<file path="src/hw/tti_defs.svh">
// TTI queue parameters

`ifndef TTI_DEFS_SVH
`define TTI_DEFS_SVH

// Width of one queue word
`define TTI_DATA_WIDTH 32

// Words held by each data queue
`define TTI_FIFO_DEPTH 8

// Threshold and fill level width, wide enough for a full queue
`define TTI_THLD_WIDTH 4

`endif

</file>
<file path="src/hw/tti_pkg.sv">
// TTI shared types

`include "tti_defs.svh"

package tti_pkg;

    // Handler state
    typedef enum logic [0:0] {
        MODE_NORMAL   = 1'b0,
        MODE_RECOVERY = 1'b1
    } tti_mode_e;

    // Controller push into RX queue
    typedef struct packed {
        logic                       valid;
        logic [`TTI_DATA_WIDTH-1:0] data;
    } tti_ctl_wr_req_t;

    // RX status back to controller
    typedef struct packed {
        logic ready;
        logic full;
        logic empty;
        logic thld_trig;
    } tti_ctl_wr_rsp_t;

    // TX pop side toward controller
    typedef struct packed {
        logic                       valid;
        logic [`TTI_DATA_WIDTH-1:0] data;
        logic                       full;
        logic                       empty;
        logic                       thld_trig;
    } tti_ctl_rd_rsp_t;

    // Software push into TX queue
    typedef struct packed {
        logic                       req;
        logic [`TTI_DATA_WIDTH-1:0] data;
    } tti_csr_wr_req_t;

    // Software pop from RX queue
    typedef struct packed {
        logic                       ack;
        logic [`TTI_DATA_WIDTH-1:0] data;
    } tti_csr_rd_rsp_t;

endpackage

</file>
<file path="src/hw/tti_fifo.sv">
// Synchronous show-ahead FIFO

`timescale 1ns/100ps

`include "tti_defs.svh"

module tti_fifo #(
    parameter int unsigned Depth = `TTI_FIFO_DEPTH
) (
    input  logic                       clk_i,
    input  logic                       reset_i,
    input  logic                       push_i,
    input  logic [`TTI_DATA_WIDTH-1:0] push_data_i,
    input  logic                       pop_i,
    output logic [`TTI_DATA_WIDTH-1:0] head_o,
    output logic [`TTI_THLD_WIDTH-1:0] count_o,
    output logic                       full_o,
    output logic                       empty_o
);

    localparam int unsigned PtrWidth = (Depth > 1) ? $clog2(Depth) : 1;
    localparam logic [PtrWidth-1:0] LastPtr = PtrWidth'(Depth - 1);
    localparam logic [`TTI_THLD_WIDTH-1:0] FullCount = `TTI_THLD_WIDTH'(Depth);

    logic [`TTI_DATA_WIDTH-1:0] mem_q [Depth];
    logic [PtrWidth-1:0]        wr_ptr_q;
    logic [PtrWidth-1:0]        rd_ptr_q;
    logic [`TTI_THLD_WIDTH-1:0] count_q;

    // Storage
    always_ff @(posedge clk_i) begin
        if (push_i) begin
            mem_q[wr_ptr_q] <= push_data_i;
        end
    end

    // Pointers and fill count
    always_ff @(posedge clk_i) begin
        if (reset_i) begin
            wr_ptr_q <= '0;
            rd_ptr_q <= '0;
            count_q  <= '0;
        end else begin
            if (push_i) begin
                wr_ptr_q <= (wr_ptr_q == LastPtr) ? '0 : wr_ptr_q + 1'b1;
            end
            if (pop_i) begin
                rd_ptr_q <= (rd_ptr_q == LastPtr) ? '0 : rd_ptr_q + 1'b1;
            end
            // Push with pop leaves the level alone, also when full
            case ({push_i, pop_i})
                2'b10:   count_q <= count_q + 1'b1;
                2'b01:   count_q <= count_q - 1'b1;
                default: count_q <= count_q;
            endcase
        end
    end

    assign head_o  = mem_q[rd_ptr_q];
    assign count_o = count_q;
    assign full_o  = (count_q == FullCount);
    assign empty_o = (count_q == '0);

    a_no_overflow: assert property (@(posedge clk_i) disable iff (reset_i)
        push_i && full_o |-> pop_i)
        else $error("push into full FIFO without pop");

    a_no_underflow: assert property (@(posedge clk_i) disable iff (reset_i)
        !(pop_i && empty_o))
        else $error("pop from empty FIFO");

endmodule

</file>
<file path="src/hw/tti_rx_queue.sv">
// TTI RX data queue

`timescale 1ns/100ps

`include "tti_defs.svh"

module tti_rx_queue (
    input  logic                       clk_i,
    input  logic                       reset_i,
    input  tti_pkg::tti_ctl_wr_req_t   ctl_i,
    output tti_pkg::tti_ctl_wr_rsp_t   ctl_o,
    input  logic                       csr_req_i,
    output tti_pkg::tti_csr_rd_rsp_t   csr_o,
    input  logic [`TTI_THLD_WIDTH-1:0] thld_i
);

    logic                       push;
    logic                       pop;
    logic [`TTI_DATA_WIDTH-1:0] head;
    logic [`TTI_THLD_WIDTH-1:0] count;
    logic                       full;
    logic                       empty;

    // Controller writes while there is room
    assign push = ctl_i.valid & ~full;

    // Software pops the head when something is queued
    assign pop = csr_req_i & ~empty;

    tti_fifo u_fifo (
        .clk_i       (clk_i),
        .reset_i     (reset_i),
        .push_i      (push),
        .push_data_i (ctl_i.data),
        .pop_i       (pop),
        .head_o      (head),
        .count_o     (count),
        .full_o      (full),
        .empty_o     (empty)
    );

    assign ctl_o.ready     = ~full;
    assign ctl_o.full      = full;
    assign ctl_o.empty     = empty;
    // Zero threshold disables the trigger
    assign ctl_o.thld_trig = (thld_i != '0) && (count >= thld_i);

    assign csr_o.ack  = pop;
    assign csr_o.data = head;

endmodule

</file>
<file path="src/hw/tti_tx_queue.sv">
// TTI TX data queue

`timescale 1ns/100ps

`include "tti_defs.svh"

module tti_tx_queue (
    input  logic                       clk_i,
    input  logic                       reset_i,
    input  tti_pkg::tti_csr_wr_req_t   csr_i,
    output logic                       csr_ack_o,
    input  logic                       ctl_rready_i,
    output tti_pkg::tti_ctl_rd_rsp_t   ctl_o,
    input  logic [`TTI_THLD_WIDTH-1:0] thld_i
);

    logic                       push;
    logic                       pop;
    logic [`TTI_DATA_WIDTH-1:0] head;
    logic [`TTI_THLD_WIDTH-1:0] count;
    logic                       full;
    logic                       empty;

    // Software push is acked only with room left
    assign push = csr_i.req & ~full;

    // Controller takes the head on valid and ready
    assign pop = ctl_rready_i & ~empty;

    tti_fifo u_fifo (
        .clk_i       (clk_i),
        .reset_i     (reset_i),
        .push_i      (push),
        .push_data_i (csr_i.data),
        .pop_i       (pop),
        .head_o      (head),
        .count_o     (count),
        .full_o      (full),
        .empty_o     (empty)
    );

    assign csr_ack_o = push;

    assign ctl_o.valid     = ~empty;
    assign ctl_o.data      = head;
    assign ctl_o.full      = full;
    assign ctl_o.empty     = empty;
    // Same trigger rule as RX
    assign ctl_o.thld_trig = (thld_i != '0) && (count >= thld_i);

endmodule

</file>
<file path="src/hw/tti_recovery_mux.sv">
// TTI recovery mode isolation

`timescale 1ns/100ps

module tti_recovery_mux (
    input  logic                     clk_i,
    input  logic                     reset_i,
    input  logic                     recovery_en_i,

    // Controller side of RX queue
    input  tti_pkg::tti_ctl_wr_req_t ctl_rx_ext_i,
    output tti_pkg::tti_ctl_wr_req_t ctl_rx_q_o,
    input  tti_pkg::tti_ctl_wr_rsp_t ctl_rx_q_i,
    output tti_pkg::tti_ctl_wr_rsp_t ctl_rx_ext_o,

    // Controller side of TX queue
    input  logic                     ctl_tx_rready_ext_i,
    output logic                     ctl_tx_rready_q_o,
    input  tti_pkg::tti_ctl_rd_rsp_t ctl_tx_q_i,
    output tti_pkg::tti_ctl_rd_rsp_t ctl_tx_ext_o,

    // Software side of RX queue
    input  logic                     csr_rx_req_ext_i,
    output logic                     csr_rx_req_q_o,
    input  tti_pkg::tti_csr_rd_rsp_t csr_rx_q_i,
    output tti_pkg::tti_csr_rd_rsp_t csr_rx_ext_o,

    // Software side of TX queue
    input  tti_pkg::tti_csr_wr_req_t csr_tx_ext_i,
    output tti_pkg::tti_csr_wr_req_t csr_tx_q_o,
    input  logic                     csr_tx_ack_q_i,
    output logic                     csr_tx_ack_ext_o
);

    import tti_pkg::*;

    tti_mode_e mode_q;
    logic      in_recovery;

    // Mode follows the enable one cycle later
    always_ff @(posedge clk_i) begin
        if (reset_i) begin
            mode_q <= MODE_NORMAL;
        end else begin
            mode_q <= recovery_en_i ? MODE_RECOVERY : MODE_NORMAL;
        end
    end

    assign in_recovery = (mode_q == MODE_RECOVERY);

    // Requests toward the queues
    always_comb begin
        if (in_recovery) begin
            ctl_rx_q_o        = '0;
            ctl_tx_rready_q_o = 1'b0;
            csr_rx_req_q_o    = 1'b0;
            csr_tx_q_o        = '0;
        end else begin
            ctl_rx_q_o        = ctl_rx_ext_i;
            ctl_tx_rready_q_o = ctl_tx_rready_ext_i;
            csr_rx_req_q_o    = csr_rx_req_ext_i;
            csr_tx_q_o        = csr_tx_ext_i;
        end
    end

    // Responses toward controller and software
    always_comb begin
        if (in_recovery) begin
            ctl_rx_ext_o     = '0;
            ctl_tx_ext_o     = '0;
            csr_rx_ext_o     = '0;
            csr_tx_ack_ext_o = 1'b0;
        end else begin
            ctl_rx_ext_o     = ctl_rx_q_i;
            ctl_tx_ext_o     = ctl_tx_q_i;
            csr_rx_ext_o     = csr_rx_q_i;
            csr_tx_ack_ext_o = csr_tx_ack_q_i;
        end
    end

    // Isolated queues raise no ack
    a_isolated: assert property (@(posedge clk_i) disable iff (reset_i)
        in_recovery |-> !(csr_rx_q_i.ack || csr_tx_ack_q_i))
        else $error("queue ack active in recovery mode");

    // Fill state held across an isolated cycle
    a_frozen: assert property (@(posedge clk_i) disable iff (reset_i)
        in_recovery |=> $stable({ctl_rx_q_i.full, ctl_rx_q_i.empty,
                                 ctl_tx_q_i.full, ctl_tx_q_i.empty}))
        else $error("queue fill state changed in recovery mode");

endmodule

</file>
<file path="src/hw/recovery_handler.sv">
// TTI recovery handler

`timescale 1ns/100ps

`include "tti_defs.svh"

module recovery_handler (
    input  logic                       clk_i,
    input  logic                       reset_i,

    // Controller
    input  tti_pkg::tti_ctl_wr_req_t   ctl_rx_i,
    output tti_pkg::tti_ctl_wr_rsp_t   ctl_rx_o,
    input  logic                       ctl_tx_rready_i,
    output tti_pkg::tti_ctl_rd_rsp_t   ctl_tx_o,

    // Software
    input  logic                       csr_rx_req_i,
    output tti_pkg::tti_csr_rd_rsp_t   csr_rx_o,
    input  tti_pkg::tti_csr_wr_req_t   csr_tx_i,
    output logic                       csr_tx_ack_o,
    input  logic [`TTI_THLD_WIDTH-1:0] csr_rx_thld_i,
    input  logic [`TTI_THLD_WIDTH-1:0] csr_tx_thld_i,

    input  logic                       recovery_en_i
);

    import tti_pkg::*;

    // Queue-side copies behind the mux
    tti_ctl_wr_req_t ctl_rx_q;
    tti_ctl_wr_rsp_t ctl_rx_rsp_q;
    logic            ctl_tx_rready_q;
    tti_ctl_rd_rsp_t ctl_tx_rsp_q;
    logic            csr_rx_req_q;
    tti_csr_rd_rsp_t csr_rx_rsp_q;
    tti_csr_wr_req_t csr_tx_q;
    logic            csr_tx_ack_q;

    tti_rx_queue u_rx_queue (
        .clk_i     (clk_i),
        .reset_i   (reset_i),
        .ctl_i     (ctl_rx_q),
        .ctl_o     (ctl_rx_rsp_q),
        .csr_req_i (csr_rx_req_q),
        .csr_o     (csr_rx_rsp_q),
        .thld_i    (csr_rx_thld_i)
    );

    tti_tx_queue u_tx_queue (
        .clk_i        (clk_i),
        .reset_i      (reset_i),
        .csr_i        (csr_tx_q),
        .csr_ack_o    (csr_tx_ack_q),
        .ctl_rready_i (ctl_tx_rready_q),
        .ctl_o        (ctl_tx_rsp_q),
        .thld_i       (csr_tx_thld_i)
    );

    tti_recovery_mux u_recovery_mux (
        .clk_i               (clk_i),
        .reset_i             (reset_i),
        .recovery_en_i       (recovery_en_i),
        .ctl_rx_ext_i        (ctl_rx_i),
        .ctl_rx_q_o          (ctl_rx_q),
        .ctl_rx_q_i          (ctl_rx_rsp_q),
        .ctl_rx_ext_o        (ctl_rx_o),
        .ctl_tx_rready_ext_i (ctl_tx_rready_i),
        .ctl_tx_rready_q_o   (ctl_tx_rready_q),
        .ctl_tx_q_i          (ctl_tx_rsp_q),
        .ctl_tx_ext_o        (ctl_tx_o),
        .csr_rx_req_ext_i    (csr_rx_req_i),
        .csr_rx_req_q_o      (csr_rx_req_q),
        .csr_rx_q_i          (csr_rx_rsp_q),
        .csr_rx_ext_o        (csr_rx_o),
        .csr_tx_ext_i        (csr_tx_i),
        .csr_tx_q_o          (csr_tx_q),
        .csr_tx_ack_q_i      (csr_tx_ack_q),
        .csr_tx_ack_ext_o    (csr_tx_ack_o)
    );

endmodule

</file>
<file path="config.mk">
export PLATFORM = sky130hd
export DESIGN_NAME = recovery_handler
export DESIGN_NICKNAME = d
export VERILOG_FILES = /design/src/hw/tti_pkg.sv /design/src/hw/tti_fifo.sv /design/src/hw/tti_rx_queue.sv /design/src/hw/tti_tx_queue.sv /design/src/hw/tti_recovery_mux.sv /design/src/hw/recovery_handler.sv
export VERILOG_INCLUDE_DIRS = /design/src /design/src/hw
export SDC_FILE = /design/constraint.sdc
export NUM_CORES = 1
export LEC_CHECK = 0
export ABC_AREA = 0
export BUFFER_PORTS_ARGS = -buffer_cell sky130_fd_sc_hd__buf_2
export CORE_MARGIN = 5
export CORE_UTILIZATION = 60
export CTS_CLUSTER_SIZE = 10
export DETAILED_ROUTE_END_ITERATION = 10
export PLACE_DENSITY = 0.78
export SLEW_MARGIN = 20
export SYNTH_ARGS = -nofsm -noshare
export SYNTH_HDL_FRONTEND = slang
export SYNTH_HIERARCHICAL = 1
export SYNTH_SLANG_ARGS = --single-unit
</file>
<file path="constraint.sdc">
create_clock -name clk_i -period 7.33 [get_ports clk_i]
set_input_delay 1.8325 -clock clk_i [delete_from_list [all_inputs] [get_ports clk_i]]
set_output_delay 1.8325 -clock clk_i [all_outputs]
set_load 0.03 [all_outputs]
</file>
==> out/results.ini <==
[clock_tree]
cts_root_buf = clkbuf_16
insertion_delay_ns = 0.62
cts_max_level = 2
cts_inserted_buffers = 60
cts_setup_buffers = 0
cts_buffer_depth = 3
cts_tree = built
cts_hold_buf = 0
cts_resized = 0
clock_sinks = 539
clk_pin_slew_ns = 0.06

[synthesis]
ys_seq_elements = 539
ys_types = 29
synth_top_area_cell = edfxtp_1
synth_warnings = 6
synth_nets = 1191
avgSynthCellArea_sq_um = 20.3
ys_seq_area_frac = 0.719
yosys-top-cells-area = edfxtp_1, mux4_1, mux4_2, nor2b_1, mux2_2
synth_ff_type = edfxtp_1
synth_top_area_frac = 0.694
netlist_instances = 1090
syn_area_sq_um = 22100
synth_edf_count = 512
asyncSetResetFlopFracSynth = 0

[die]
fp.dieW_um = 202
fp-row-count = 70
die_height_um = 202
core_area_sq_um = 36500
design.die.area_sq_um = 40800
ios = 153
start_util = 0.606

[power]
switchingPower_mw = 2.00
finalPower_mw = 7.72
power_frac_comb = 0.192
p_per_area_nw_per_um2 = 309
leakage_nw = 8.50
p_int_mw = 5.72
pwr-share-clk = 0.333
ir_worst_vdd_v = 0.000320
p_sw_frac = 0.259
p_seq_frac = 0.474

[layout]
layout_commonest_cell = edfxtp_1
drive_gt1_frac = 0.296
antenna_cells = 0
syn_to_final_growth_pct = 13.0
fin_area_sq_um = 25000
final_cell_mix = edfxtp_1, buf_2, nor2b_1, mux4_1, mux2_2
nFillCells = 2240
nNetsFinal = 1367

[sta]
fin_skew_ns = 0.0194
min_period_ns = 5.11
period_share = 0.698
fin_setup_tns_ns = 0
tightest_slew_ns = 0.892
slew_headroom = 0.405
grt_setup_unrepaired = no
setup_violations = 0
hold_viol = 0
fmax_ghz = 0.196
final_max_slew_viol_count = 0
layout_setup_ws_ns = 2.22

[run]
cap_violations = 0

[worst_setup_path]
critPathRequiredTime_ns = 5.50
startpoint_type = flop
crit_arrival_ns = 3.28
end_kind = primary output
worstSetupPathType = flop to primary output
path_cells = buf_4 > mux4_1 > mux2_2 > nor2b_1 > buf_2
cp_max_fo = 34
crit_slowest_cell = dfxtp_4
max_stage_delay_ns = 0.72

[grt]
grt-ovfl-total = 0
track_usage = 0.205
antenna_found_initial = 4
grt_max_degree = 65
grt_first_pass_wirelength_um = 64200
grt_pass1_vias = 11088

[routing]
route.detailed.drc = 0
wl_met2_um = 21700
wl_met1_um = 16600
drtPass1Iterations = 5
top_layer = met5
route.met3.wl_um = 2830
via_per_inst = 6.05
wl_per_cell_um = 24.2
wl_um = 42400
ant_nets = 0
dr_total_vias = 10593
drtIter0Drc = 688

[hold_path]
min_path_type = flop to flop

[placed_design]
hpwl_um = 22600
pre_cts_ws_ns = 2.47
io_buffers = 152
gp_congestion = 0.756
dpl-instance-area_sq_um = 23400

[status]
status = completed

metal layers:
layer  vias to the layer above  global-route usage
met2                       362               0.353
li1                       4733                   -
met4                         6              0.0626
met5                         -                   0
met1                      5406               0.269
met3                        86              0.0428
cell type report:
type / instances / area [sq um] / area share
repair buffers: 176 / 941 / 0.0376
clock inverters: 4 / 51.3 / 0.00205
multi-input cells: 475 / 5870 / 0.235
inverters: 14 / 52.6 / 0.00210
well taps: 468 / 586 / 0.0234
flip-flops and latches: 539 / 15900 / 0.637
clock buffers: 74 / 1590 / 0.0634
per-stage QoR:
step / instances / utilization / hold WS, ns
2_1_floorplan: 1090 / - / 0.490
5_1_grt: 1750 / 0.685 / 0.583
3_3_place_gp: 1672 / 0.640 / 0.519
4_1_cts: 1750 / 0.685 / 0.549
3_5_place_dp: 1672 / 0.640 / 0.536
6_report: 1750 / 0.685 / 0.545
worst paths after layout:
kind / startpoint / endpoint / slack, ns / cells after the start
max: flop / csr_rx_o[31] / 2.22 / 5
min: u_tx_queue/u_fifo/wr_ptr_q[0] / u_tx_queue/u_fifo/wr_ptr_q[0] / 0.54 / 2
max reg2reg: u_recovery_mux/in_recovery / u_rx_queue/u_fifo/mem_q[4][7] / 4.53 / 5
min reg2reg: u_tx_queue/u_fifo/wr_ptr_q[0] / u_tx_queue/u_fifo/wr_ptr_q[0] / 0.54 / 2
state kept, by name, indices dropped and copies added, names as in the netlist, named ones only:
register,cells
u_rx_queue/u_fifo/wr_ptr_q,3
u_rx_queue/u_fifo/count_o,4
u_tx_queue/u_fifo/count_o,4
u_rx_queue/u_fifo/rd_ptr_q,3
u_rx_queue/u_fifo/mem_q,256
u_tx_queue/u_fifo/wr_ptr_q,3
u_tx_queue/u_fifo/rd_ptr_q,3
u_tx_queue/u_fifo/mem_q,256
u_recovery_mux/in_recovery,1
critical path: cells and delay by family (launching register included):
family        cells  cell delay [ns]
mux               2             0.93
buf+inv           2             0.86
flops             1             0.72
simple gates      1             0.16
kinds of logic after synthesis:
group	Yosys count	synth area share
multiplexers	204	0.182
XOR/XNOR	6	0.00237
buffers and inverters	76	0.0209
AND/OR/NAND/NOR	221	0.0576
adder cells (fa/ha/maj)	22	0.0124
AO/OA/AOI/OAI	22	0.00599
flip-flops	539	0.719
synth_stat cells, drive strengths merged, types with 6 or more instances:
master  number
xor2         6
clkbuf      10
mux2i        8
nand2        8
inv         14
a21oi       12
nor2        40
dfxtp       27
mux2        68
nor3         8
ha          22
edfxtp     512
nand2b       6
nor2b      149
mux4       128
buf         52
power groups by stage:
stage | Clock (mW) | Combinational [mW] | Sequential, mW
finish | 2.57 | 1.48 | 3.66
global route | 2.77 | 1.58 | 3.68
CTS | 2.63 | 1.50 | 3.67
detailed placement | 0 | 1.49 | 3.73
global placement | 0 | 1.46 | 3.72
floorplan | 0 | 1.29 | 3.62
(Power assumes the default switching activity.)
